[src/logic/drp_bridge_pkg.sv]
package drp_bridge_pkg;

  localparam int DRP_COUNT      = 3;
  localparam int DRP_ADDR_WIDTH = 9;
  localparam int DRP_DATA_WIDTH = 16;
  localparam int AXI_ADDR_WIDTH = 32;
  localparam int AXI_DATA_WIDTH = 32;
  localparam int SEL_WIDTH      = 2;

  // Byte address fields
  localparam int ADDR_LSB = 2;   // DRP address in bits 10:2
  localparam int SEL_LSB  = 11;  // Port select in bits 12:11

  typedef logic [DRP_ADDR_WIDTH-1:0] drp_addr_t;
  typedef logic [DRP_DATA_WIDTH-1:0] drp_data_t;
  typedef logic [SEL_WIDTH-1:0]      drp_sel_t;

  typedef enum logic [1:0] {
    RESP_OKAY   = 2'd0,
    RESP_DECERR = 2'd3
  } axi_resp_t;

  typedef enum logic [2:0] {
    ST_IDLE,
    ST_WR_ADDR,
    ST_WR_DATA,
    ST_WR_WAIT,
    ST_WR_RESP,
    ST_RD_ADDR,
    ST_RD_WAIT,
    ST_RD_RESP
  } bridge_state_t;

endpackage
[src/logic/drp_req_if.sv]
`timescale 1ns/10ps

interface drp_req_if;
  import drp_bridge_pkg::*;

  drp_addr_t drp_addr;
  drp_sel_t  port_sel;
  logic      bad_addr;   // Select at or above DRP_COUNT
  drp_data_t wr_data;
  drp_data_t rd_data;

  modport reg_side (
    output drp_addr, port_sel, bad_addr, wr_data,
    input  rd_data
  );

  modport seq_side (input bad_addr, rd_data);

  modport port_side (
    input  drp_addr, port_sel, wr_data,
    output rd_data
  );

endinterface

[src/logic/drp_bridge.sv]
`timescale 1ns/10ps

module drp_bridge (
  input  logic                                          AXI_aclk,
  input  logic                                          AXI_sreset,
  input  logic [drp_bridge_pkg::AXI_ADDR_WIDTH-1:0]     s_axi_awaddr,
  input  logic                                          s_axi_awvalid,
  output logic                                          s_axi_awready,
  input  logic [drp_bridge_pkg::AXI_DATA_WIDTH-1:0]     s_axi_wdata,
  input  logic                                          s_axi_wvalid,
  output logic                                          s_axi_wready,
  output logic [1:0]                                    s_axi_bresp,
  output logic                                          s_axi_bvalid,
  input  logic                                          s_axi_bready,
  input  logic [drp_bridge_pkg::AXI_ADDR_WIDTH-1:0]     s_axi_araddr,
  input  logic                                          s_axi_arvalid,
  output logic                                          s_axi_arready,
  output logic [drp_bridge_pkg::AXI_DATA_WIDTH-1:0]     s_axi_rdata,
  output logic [1:0]                                    s_axi_rresp,
  output logic                                          s_axi_rvalid,
  input  logic                                          s_axi_rready,
  output logic [drp_bridge_pkg::DRP_COUNT-1:0]          drp_en,
  output logic [drp_bridge_pkg::DRP_COUNT-1:0]          drp_we,
  output drp_bridge_pkg::drp_addr_t                     drp_addr,
  output drp_bridge_pkg::drp_data_t                     drp_di,
  input  drp_bridge_pkg::drp_data_t [drp_bridge_pkg::DRP_COUNT-1:0] drp_do,
  input  logic [drp_bridge_pkg::DRP_COUNT-1:0]          drp_rdy
);
  import drp_bridge_pkg::*;

  logic capture_wr;
  logic capture_rd;
  logic capture_data;
  logic drp_start;
  logic drp_write;
  logic drp_done;

  drp_req_if req ();

  drp_request_reg u_request_reg (
    .AXI_aclk     (AXI_aclk),
    .AXI_sreset   (AXI_sreset),
    .s_axi_awaddr (s_axi_awaddr),
    .s_axi_araddr (s_axi_araddr),
    .s_axi_wdata  (s_axi_wdata),
    .capture_wr   (capture_wr),
    .capture_rd   (capture_rd),
    .capture_data (capture_data),
    .req          (req.reg_side)
  );

  drp_txn_fsm u_txn_fsm (
    .AXI_aclk      (AXI_aclk),
    .AXI_sreset    (AXI_sreset),
    .s_axi_awvalid (s_axi_awvalid),
    .s_axi_wvalid  (s_axi_wvalid),
    .s_axi_bready  (s_axi_bready),
    .s_axi_arvalid (s_axi_arvalid),
    .s_axi_rready  (s_axi_rready),
    .drp_done      (drp_done),
    .s_axi_awready (s_axi_awready),
    .s_axi_wready  (s_axi_wready),
    .s_axi_bvalid  (s_axi_bvalid),
    .s_axi_bresp   (s_axi_bresp),
    .s_axi_arready (s_axi_arready),
    .s_axi_rvalid  (s_axi_rvalid),
    .s_axi_rresp   (s_axi_rresp),
    .s_axi_rdata   (s_axi_rdata),
    .capture_wr    (capture_wr),
    .capture_rd    (capture_rd),
    .capture_data  (capture_data),
    .drp_start     (drp_start),
    .drp_write     (drp_write),
    .req           (req.seq_side)
  );

  drp_port_mux u_port_mux (
    .AXI_aclk   (AXI_aclk),
    .AXI_sreset (AXI_sreset),
    .drp_start  (drp_start),
    .drp_write  (drp_write),
    .drp_do     (drp_do),
    .drp_rdy    (drp_rdy),
    .drp_en     (drp_en),
    .drp_we     (drp_we),
    .drp_addr   (drp_addr),
    .drp_di     (drp_di),
    .drp_done   (drp_done),
    .req        (req.port_side)
  );

endmodule

[src/logic/drp_port_mux.sv]
`timescale 1ns/10ps

module drp_port_mux (
  input  logic                                          AXI_aclk,
  input  logic                                          AXI_sreset,
  input  logic                                          drp_start,
  input  logic                                          drp_write,
  input  drp_bridge_pkg::drp_data_t [drp_bridge_pkg::DRP_COUNT-1:0] drp_do,
  input  logic [drp_bridge_pkg::DRP_COUNT-1:0]          drp_rdy,
  output logic [drp_bridge_pkg::DRP_COUNT-1:0]          drp_en,
  output logic [drp_bridge_pkg::DRP_COUNT-1:0]          drp_we,
  output drp_bridge_pkg::drp_addr_t                     drp_addr,
  output drp_bridge_pkg::drp_data_t                     drp_di,
  output logic                                          drp_done,
  drp_req_if.port_side                                  req
);
  import drp_bridge_pkg::*;

  logic [DRP_COUNT-1:0] port_hit;
  drp_data_t            sel_do;
  drp_data_t            rd_q;
  logic                 sel_rdy;
  logic                 pending;

  // One-hot decode, all zero for a select past the last port
  always_comb begin
    port_hit = '0;
    sel_do   = '0;
    for (int i = 0; i < DRP_COUNT; i++) begin
      if (int'(req.port_sel) == i) begin
        port_hit[i] = 1'b1;
        sel_do      = drp_do[i];
      end
    end
  end

  assign sel_rdy  = |(drp_rdy & port_hit);  // Other ports' ready ignored
  assign drp_done = pending & sel_rdy;

  always_ff @(posedge AXI_aclk or posedge AXI_sreset) begin
    if (AXI_sreset) begin
      drp_en  <= '0;
      drp_we  <= '0;
      pending <= 1'b0;
    end else begin
      drp_en <= drp_start ? port_hit : '0;
      drp_we <= (drp_start && drp_write) ? port_hit : '0;
      if (drp_start)
        pending <= 1'b1;
      else if (sel_rdy)
        pending <= 1'b0;
    end
  end

  always_ff @(posedge AXI_aclk) begin
    if (drp_done)
      rd_q <= sel_do;
  end

  assign req.rd_data = drp_done ? sel_do : rd_q;

  // Shared by every port, only the enables differ
  assign drp_addr = req.drp_addr;
  assign drp_di   = req.wr_data;

endmodule

[src/logic/drp_txn_fsm.sv]
`timescale 1ns/10ps

module drp_txn_fsm (
  input  logic                                    AXI_aclk,
  input  logic                                    AXI_sreset,
  input  logic                                    s_axi_awvalid,
  input  logic                                    s_axi_wvalid,
  input  logic                                    s_axi_bready,
  input  logic                                    s_axi_arvalid,
  input  logic                                    s_axi_rready,
  input  logic                                    drp_done,
  output logic                                    s_axi_awready,
  output logic                                    s_axi_wready,
  output logic                                    s_axi_bvalid,
  output drp_bridge_pkg::axi_resp_t               s_axi_bresp,
  output logic                                    s_axi_arready,
  output logic                                    s_axi_rvalid,
  output drp_bridge_pkg::axi_resp_t               s_axi_rresp,
  output logic [drp_bridge_pkg::AXI_DATA_WIDTH-1:0] s_axi_rdata,
  output logic                                    capture_wr,
  output logic                                    capture_rd,
  output logic                                    capture_data,
  output logic                                    drp_start,
  output logic                                    drp_write,
  drp_req_if.seq_side                             req
);
  import drp_bridge_pkg::*;

  bridge_state_t state_q;
  bridge_state_t state_d;
  logic          wr_hs;
  logic          wr_entry;
  logic          rd_entry;
  axi_resp_t     resp_code;

  // Handshake outputs straight from the state register
  assign s_axi_awready = (state_q == ST_WR_ADDR);
  assign s_axi_wready  = (state_q == ST_WR_DATA);
  assign s_axi_bvalid  = (state_q == ST_WR_RESP);
  assign s_axi_arready = (state_q == ST_RD_ADDR);
  assign s_axi_rvalid  = (state_q == ST_RD_RESP);

  assign wr_hs        = s_axi_wvalid & s_axi_wready;
  assign capture_wr   = s_axi_awready & s_axi_awvalid;
  assign capture_rd   = s_axi_arready & s_axi_arvalid;
  assign capture_data = wr_hs;

  assign drp_write = (state_q == ST_WR_DATA);
  assign drp_start = (wr_hs | capture_rd) & ~req.bad_addr;  // No access on bad select
  assign resp_code = req.bad_addr ? RESP_DECERR : RESP_OKAY;

  always_comb begin
    state_d = state_q;
    case (state_q)
      ST_IDLE: begin
        if (s_axi_awvalid)
          state_d = ST_WR_ADDR;  // Write wins a tie
        else if (s_axi_arvalid)
          state_d = ST_RD_ADDR;
      end
      ST_WR_ADDR: state_d = ST_WR_DATA;
      ST_WR_DATA: begin
        if (s_axi_wvalid)
          state_d = req.bad_addr ? ST_WR_RESP : ST_WR_WAIT;
      end
      ST_WR_WAIT: if (drp_done) state_d = ST_WR_RESP;
      ST_WR_RESP: if (s_axi_bready) state_d = ST_IDLE;
      ST_RD_ADDR: state_d = req.bad_addr ? ST_RD_RESP : ST_RD_WAIT;
      ST_RD_WAIT: if (drp_done) state_d = ST_RD_RESP;
      ST_RD_RESP: if (s_axi_rready) state_d = ST_IDLE;
    endcase
  end

  assign wr_entry = (state_d == ST_WR_RESP) && (state_q != ST_WR_RESP);
  assign rd_entry = (state_d == ST_RD_RESP) && (state_q != ST_RD_RESP);

  always_ff @(posedge AXI_aclk or posedge AXI_sreset) begin
    if (AXI_sreset) begin
      state_q     <= ST_IDLE;
      s_axi_bresp <= RESP_OKAY;
      s_axi_rresp <= RESP_OKAY;
    end else begin
      state_q <= state_d;
      if (wr_entry)
        s_axi_bresp <= resp_code;
      if (rd_entry)
        s_axi_rresp <= resp_code;
    end
  end

  // Held stable through read back-pressure
  always_ff @(posedge AXI_aclk) begin
    if (rd_entry) begin
      if (req.bad_addr)
        s_axi_rdata <= '0;
      else
        s_axi_rdata <= {{(AXI_DATA_WIDTH-DRP_DATA_WIDTH){1'b0}}, req.rd_data};
    end
  end

endmodule

[src/logic/drp_request_reg.sv]
`timescale 1ns/10ps

module drp_request_reg (
  input  logic                                    AXI_aclk,
  input  logic                                    AXI_sreset,
  input  logic [drp_bridge_pkg::AXI_ADDR_WIDTH-1:0] s_axi_awaddr,
  input  logic [drp_bridge_pkg::AXI_ADDR_WIDTH-1:0] s_axi_araddr,
  input  logic [drp_bridge_pkg::AXI_DATA_WIDTH-1:0] s_axi_wdata,
  input  logic                                    capture_wr,
  input  logic                                    capture_rd,
  input  logic                                    capture_data,
  drp_req_if.reg_side                             req
);
  import drp_bridge_pkg::*;

  logic [AXI_ADDR_WIDTH-1:0] addr_mux;
  logic                      capture;
  drp_sel_t                  sel_live;
  drp_sel_t                  sel_q;
  logic                      bad_live;
  logic                      bad_q;

  assign capture  = capture_wr | capture_rd;
  assign addr_mux = capture_wr ? s_axi_awaddr : s_axi_araddr;  // Write side has priority
  assign sel_live = addr_mux[SEL_LSB +: SEL_WIDTH];
  assign bad_live = (int'(sel_live) >= DRP_COUNT);

  always_ff @(posedge AXI_aclk or posedge AXI_sreset) begin
    if (AXI_sreset) begin
      sel_q <= '0;
      bad_q <= 1'b0;
    end else if (capture) begin
      sel_q <= sel_live;
      bad_q <= bad_live;
    end
  end

  always_ff @(posedge AXI_aclk) begin
    if (capture)
      req.drp_addr <= addr_mux[ADDR_LSB +: DRP_ADDR_WIDTH];
    if (capture_data)
      req.wr_data <= s_axi_wdata[DRP_DATA_WIDTH-1:0];  // Upper half dropped
  end

  // Decode is visible during the address handshake itself,
  // so a read can branch or strobe without an extra cycle
  assign req.port_sel = capture ? sel_live : sel_q;
  assign req.bad_addr = capture ? bad_live : bad_q;

endmodule

[config.mk]
export PLATFORM = sky130hd
export DESIGN_NAME = drp_bridge
export DESIGN_NICKNAME = d
export VERILOG_FILES = /design/src/logic/drp_bridge_pkg.sv /design/src/logic/drp_req_if.sv /design/src/logic/drp_bridge.sv /design/src/logic/drp_port_mux.sv /design/src/logic/drp_txn_fsm.sv /design/src/logic/drp_request_reg.sv
export SDC_FILE = /design/constraint.sdc
export NUM_CORES = 1
export LEC_CHECK = 0
export BUFFER_PORTS_ARGS = -buffer_cell sky130_fd_sc_hd__clkbuf_2
export CORE_UTILIZATION = 42
export CTS_CLUSTER_DIAMETER = 100
export DETAILED_ROUTE_END_ITERATION = 8
export GPL_TIMING_DRIVEN = 1
export PLACE_DENSITY = 0.81
export SLEW_MARGIN = 25
export SYNTH_ARGS = -nofsm -noshare
export SYNTH_HDL_FRONTEND = slang
export SYNTH_SLANG_ARGS = --single-unit
[constraint.sdc]
create_clock -name AXI_aclk -period 3.8 [get_ports AXI_aclk]
set_clock_uncertainty 0.1 [all_clocks]
set_input_delay 0.19 -clock AXI_aclk [delete_from_list [all_inputs] [get_ports AXI_aclk]]
set_output_delay 0.19 -clock AXI_aclk [all_outputs]
set_load 0.05 [all_outputs]
======== Yosys cells after proc, flatten, opt, wreduce, memory -nomap -nowiden ========
Index checks and enable logic that the tools add are counted.
storage, ports and cells
  latch bits .............................. 0
  input port bits ......................... 154
  flip-flop bits (word level) ............. 90
  memories ................................ 0
  memory bits (writable) .................. 0
  bits in read-only memories .............. 0
operators by class
  order comparisons ....................... 1
  bitwise operators ....................... 9
  shift operators ......................... 0
  div/mod/pow operators ................... 0
  mux-type cells .......................... 25
  add/sub/neg operators ................... 0
  equality and inequality tests ........... 13
  $mul .................................... 0
  reduce and logical (&&, ||, !) cells .... 7
operators by type and width
  kind                                                             count
  16-bit 2-to-1 mux                                                4
  3-bit 2-to-1 mux                                                 10
  3-bit one-hot mux with 8 select lines                            1
  3-bit == test, second input constant                             6
  13-bit 2-to-1 mux                                                1
  1-bit 2-to-1 mux                                                 7
  3-bit by 2-bit == test with 1-bit output, second input constant  2
  3-bit != test, second input constant                             2
  1-bit bitwise AND                                                5
  2-bit == test, second input constant                             2
  2-bit 2-to-1 mux                                                 2
  3-bit bitwise AND                                                1
  3-bit by 1-bit == test with 1-bit output, second input constant  1
  1-bit logical AND                                                3
  3-bit zero test                                                  1
  3-bit OR reduction                                               1
  2-bit >= comparator, second input constant                       1
  2-bit zero test                                                  1
  1-bit OR                                                         2
  2-bit nonzero test                                               1
  1-bit NOT                                                        1

======== Depth between registers and ports, before layout ========
  depth in word-level cells ............... 13
  gate-level depth with buffers ........... 11

======== Modules after synthesis ========
A second synthesis with hierarchy kept.
second synthesis, totals
  cell total of the unflattened synthesis .. 288
  area total of the unflattened synthesis .. 3,555.9 µm²
by module, submodules not included
  module           instances  area each (µm²)  cells an instance
  drp_port_mux     1          1,351.3          136
  drp_txn_fsm      1          1,163.6          100
  drp_request_reg  1          1,041.0          52

======== Least setup slack after synthesis ========
Ideal clock, no wire load.
  path kind ............................... reg2reg
  start point ............................. register u_txn_fsm.state_q[2]
  end point ............................... register u_txn_fsm.s_axi_rresp[0]
  setup time .............................. 0.125 ns
  arrival ................................. 2.953 ns
  path slack .............................. 0.623 ns
  cell stages (with the launch flop) ...... 10
  path through ............................ dfrtp_1 > buf_4 > mux2i_1 > nor2_1 > o21a_1 > nand4_1 > nand2_1 > o21ai_1 > a21boi_1 > mux2_2
between the ends
  longest elaborated chain between the ends .. 13
  elaborated cells on any way between the ends .. 38
  those cells by class .................... 1 x order compare; 11 x eq/ne; 17 x mux; 5 x bitwise; 4 x reduce/logical
RTL lines
  item                                                                              line                                                     RTL
  from (decl)                                                                       drp_txn_fsm.sv:29                                        bridge_state_t state_q;
  from (signal assigned)                                                            drp_txn_fsm.sv:83                                        state_q <= state_d;
  3-bit by 1-bit == test with 1-bit output / 3-bit == test (equally long branches)  drp_txn_fsm.sv:37, drp_txn_fsm.sv:54, drp_txn_fsm.sv:40
  1-bit bitwise AND (on tied branches)                                              drp_txn_fsm.sv:44, drp_txn_fsm.sv:45
  13-bit 2-to-1 mux / 1-bit OR (equally long branches)                              drp_request_reg.sv:24, drp_request_reg.sv:23
  2-bit 2-to-1 mux                                                                  drp_request_reg.sv:47                                    assign req.port_sel = capture ? sel_live : sel_q;
  2-bit == test / 2-bit zero test (equally long branches)                           drp_port_mux.sv:30                                       if (int'(req.port_sel) == i) begin
  1-bit 2-to-1 mux                                                                  drp_port_mux.sv:30
  3-bit bitwise AND                                                                 drp_port_mux.sv:37                                       assign sel_rdy = |(drp_rdy & port_hit);
  3-bit OR reduction                                                                drp_port_mux.sv:37
  1-bit bitwise AND                                                                 drp_port_mux.sv:38                                       assign drp_done = pending & sel_rdy;
  3-bit 2-to-1 mux (on tied branches)                                               drp_txn_fsm.sv:69, drp_txn_fsm.sv:66
  3-bit one-hot mux with 8 select lines                                             drp_txn_fsm.sv:54                                        case (state_q)
  3-bit == test                                                                     drp_txn_fsm.sv:75                                        assign rd_entry = (state_d == ST_RD_RESP) && (state_q != ST_RD_RESP);
  1-bit logical AND *                                                               drp_txn_fsm.sv:75
  net u_txn_fsm.rd_entry                                                            drp_txn_fsm.sv:33                                        logic rd_entry;
  to (signal assigned)                                                              drp_txn_fsm.sv:87                                        s_axi_rresp <= resp_code;
  to (decl)                                                                         drp_txn_fsm.sv:18                                        output drp_bridge_pkg::axi_resp_t s_axi_rresp,
The timed path passes the listed nets; every way through them passes the cells marked *.
A chain may end at the register's enable or synchronous reset.

======== Worst setup path after layout ========
  start point ............................. register u_txn_fsm.state_q[2]
  end point ............................... register u_txn_fsm.s_axi_rdata[12] (netlist name) (enable)
between the ends
  longest elaborated chain between the ends .. 13
  elaborated cells on any way between the ends .. 37
  those cells by class .................... 1 x order compare; 11 x eq/ne; 16 x mux; 5 x bitwise; 4 x reduce/logical
RTL lines
  item                                                                              line                                                     RTL
  3-bit by 1-bit == test with 1-bit output / 3-bit == test (equally long branches)  drp_txn_fsm.sv:37, drp_txn_fsm.sv:54, drp_txn_fsm.sv:40
  1-bit bitwise AND (on tied branches)                                              drp_txn_fsm.sv:44, drp_txn_fsm.sv:45
  13-bit 2-to-1 mux / 1-bit OR (equally long branches)                              drp_request_reg.sv:24, drp_request_reg.sv:23
  2-bit 2-to-1 mux                                                                  drp_request_reg.sv:47
  2-bit == test / 2-bit zero test (equally long branches)                           drp_port_mux.sv:30
  1-bit 2-to-1 mux                                                                  drp_port_mux.sv:30
  3-bit bitwise AND                                                                 drp_port_mux.sv:37
  3-bit OR reduction                                                                drp_port_mux.sv:37
  1-bit bitwise AND                                                                 drp_port_mux.sv:38
  3-bit 2-to-1 mux (on tied branches)                                               drp_txn_fsm.sv:69, drp_txn_fsm.sv:66
  3-bit one-hot mux with 8 select lines                                             drp_txn_fsm.sv:54
  3-bit == test                                                                     drp_txn_fsm.sv:75
  1-bit logical AND *                                                               drp_txn_fsm.sv:75
  net u_txn_fsm.rd_entry                                                            drp_txn_fsm.sv:33
  to (signal assigned)                                                              drp_txn_fsm.sv:97                                        s_axi_rdata <= {{(AXI_DATA_WIDTH-DRP_DATA_WIDTH){1'b0}}, req.rd_data};
  to (decl)                                                                         drp_txn_fsm.sv:19                                        output logic [drp_bridge_pkg::AXI_DATA_WIDTH-1:0] s_axi_rdata,
Marked as above.

==> metrics.md <==
| Metric | Value |
|---|---|
| P_int | `1736 µW` |
| Critical Path AT | `2.87 ns` |
| Area Overhead vs Synth | `33.53%` |
| P_leak | `0.002130 µW` |
| Max_slew headroom | `56.10%` |
| Library cells used by synthesis | `47` |
| Clock sink count | `72` |
| Crit path max-delay family | `compound AO/OA/AOI/OAI gates` |
| DIE AREA | `8303 µm²` |
| Combinational Power Share | `a little under half` |
| I/O Buffers | `151` |
| Seq/Total Area, Yosys | `about 58%` |
| Vias in the first global route | `2762` |
| Core area | `7687 µm²` |
| Crit path kind | `reg2reg` |
| FF+latch count, synth | `72` |
| Post-synth EDFFs | `41` |
| Share of layout cells above drive strength 1 | `a little over two fifths` |
| Max incr delay on CP | `0.55 ns` |
| DRT Pass-1 Iters | `4` |
| Sequential share of power | `37.4%` |
| GR Overflow Total | `0` |
| Peak VDD IR | `roughly 0.34 mV` |
| Drt via density | `4.759` |
| Outcome | `finished clean` |
| Crit-path slowest cell | `dfrtp_1` |
| Power density over cell area | `681.9 nW/µm²` |
| H-tree depth | `3` |
| Post-synth top cells | `edfxtp_1, nand2_1, nor2_1` |
| Max-Cap Viols | `0` |
| CTS Buffer Depth | `2` |
| DR vias | `2703` |
| Die width | `91.12 µm` |
| Post-synth top area share | `36.91%` |
| Synthesized area | `3336 µm²` |
| Dominant cells by area after synthesis | `edfxtp_1, dfrtp_1, dfxtp_1` |
| All-Layer GR Usage | `19.20%` |
| Final GP Congestion | `0.8151` |
| Initial core utilization | `43.39%` |
| Fmax | `~340 MHz` |
| TritonCTS clock tree | `built` |
| Critical path buffers and inverters | `1` |
| NetSw | `1301 µW` |
| Root buffer selected by CTS | `clkbuf_8` |
| Post-route minimum period | `2.946 ns` |
| DP Area | `4111 µm²` |
| Total CTS buffers | `9` |
| Post_cts resized | `0` |
| Synth Warn # | `0` |
| CP cell instances | `nand4bb_1 > o22ai_1 > o21ai_0 > a211o_1 > nand2_1 > o21ai_1 > a21boi_2 > buf_4` |
| Most instantiated library cell after synthesis | `edfxtp_1` |
| Slew Limit Fails | `0` |
| Die Y | `91.12 µm` |
| Asr flop ratio synth | `20.83%` |
| Worst setup EP type | `register` |
| RSZ-0062 raised after global routing | `false` |
| Critical Path Start Type | `register` |
| Crit path max fanout | `17` |
| Detailed placer's ending HPWL | `5703 µm` |
| Initial drt markers | `74` |
| Fin crit share | `77.53%` |
| Final Cell Area | `4454 µm²` |
| Layout Nets | `around 620` |
| Clock slew at the register clock pins of the worst setup and hold paths | `0.08 ns` |
| Hold Violations, Final | `0` |
| Least-Margin Pin Slew | `~0.66 ns` |
| Largest net degree at the start of global routing | `28` |
| Top FF cell, synth | `edfxtp_1` |
| Post-Syn Instances | `~300` |
| Syn Area/Cell | `around 11 µm²` |
| Final setup fails | `0` |
| Worst hold-check path type | `in2reg` |
| Antenna viol nets, final | `0` |
| Critical Path RT | `3.72 ns` |
| First-pass GRT wire length | `between 10000 and 15000 µm` |
| Clk pwr share | `16.9%` |
| Clk_lat worst skew | `about 0.33 ns` |
| Sw Ratio | `around 43%` |
| # IOs | `226` |
| TNS Setup | `0 ns` |
| # diodes | `0` |
| Number of placement rows | `32` |
| Multi-input logic area | `1232 µm²` |
| Post-synth top area cell | `edfxtp_1` |
| FF+latch area | `1927 µm²` |
| Fillers | `666` |
| Total routed wirelength | `7675 µm` |
| Wire per inst | `13.51 µm` |
| DR DRC count | `0` |
| Initial antenna violation count | `0` |
[cell families after synthesis]
logic type             Yosys count  share of synthesized area (%)
AOI/OAI and AO/OA               58                          11.40
DFF                             72                          57.76
muxes                           30                          9.565
and+or+nand+nor                 93                          13.99
buffers and inverters           40                          7.164
other                            1                         0.1124
[registers in the layout, indices dropped and copies added, names as in the netlist]
signal and flops:
u_port_mux.rd_q 16, u_request_reg.req.wr_data 16, u_request_reg.req.drp_addr 9, u_txn_fsm.s_axi_rresp 1, u_request_reg.bad_q 1, u_port_mux.pending 1
u_txn_fsm.s_axi_rdata 16, u_txn_fsm.state_q 3, u_request_reg.sel_q 2, u_port_mux.drp_we 3, u_txn_fsm.s_axi_bresp 1, u_port_mux.drp_en 3
[timing repair]
action / in CTS / in global routing
setup buffers: 0 / 0
endpoints found under the hold margin: 31 / 0
hold buffers: 17 / 0
[power groups by stage]
| stage | Combinational, µW | Clock (µW) | Sequential, µW |
|---|---|---|---|
| 3_5_place_dp | 1380 | 0 | 1150 |
| 2_1_floorplan | 926 | 0 | 1330 |
| 5_1_grt | 1530 | 564 | 1160 |
| 3_3_place_gp | 1340 | 0 | 1140 |
| 4_1_cts | 1400 | 531 | 1140 |
| 6_report | 1390 | 513 | 1140 |
[cells in the final DEF (no fill, tap or decap), drive strengths merged, types with 3 or more instances in the layout]
cell         instances
dlygate4sd3         17
nand2               32
mux2                12
mux2i               18
conb                16
inv                  8
o21a                 3
dfrtp               15
nor2b               19
and3                 3
clkbuf             160
nor2                24
buf                  6
nand2b               3
dfxtp               16
edfxtp              41
a21oi               20
clkinvlp             3
o21ai               20
clkinv               3
[final cells by class]
type                       instances  area share (%)
clock inverter                     7           1.039
sequential                        72           43.26
timing repair buffer             174           21.80
multi-input combinational        197           27.67
inverter                           7          0.5899
tap                              102           2.865
clock buffer                       9           2.781
[worst min-delay path: stages]
cell and delay (ns):
clkbuf_2 0.08, a21oi_1 0.05, o21ai_1 0.12
[metal layers]
layer | share of wire [%] | vias up | wire (µm) | GRT usage [%]
met5 | 0 | - | 0 | 0
met1 | 41 | 1241 | 3155 | 22.20
met2 | 51 | 125 | 3925 | 34.34
li1 | - | 1327 | - | -
met3 | 6.1 | 10 | 470 | 4.020
met4 | 1.6 | 0 | 123 | 8.069
[final timing paths]
path	depth (start not counted)	start	slack, ns	to
worst min register to register	2	u_port_mux.rd_q[10]	0.35	u_port_mux.rd_q[10]
worst max-delay path	8	u_txn_fsm.state_q[2]	0.85	u_txn_fsm.s_axi_rdata[12]
max in group asynchronous	3	AXI_sreset	2.85	u_txn_fsm.state_q[0]
min in group asynchronous	3	AXI_sreset	0.37	u_port_mux.drp_en[1]
worst min-delay path	3	drp_do[18]	0.05	u_port_mux.rd_q[2]
worst max register to register	8	u_txn_fsm.state_q[2]	0.85	u_txn_fsm.s_axi_rdata[12]
[metrics by stage]
stage / std cells / total power, µW / setup WS, ns / utilization (%) / hold WS [ns]
finish: 568 / 3037 / 0.8538 / 57.94 / 0.04777
global route: 568 / 3249 / 0.6366 / 57.94 / 0.05780
CTS: 568 / 3065 / 0.7323 / 57.91 / 0.04043
detailed placement: 535 / 2536 / 0.7436 / 53.48 / 0.1600
global placement: 535 / 2486 / 0.8333 / 53.48 / 0.1466
floorplan: 309 / 2260 / 0.6226 / - / -0.008521
No activity file was read; power rests on OpenSTA's default activity.
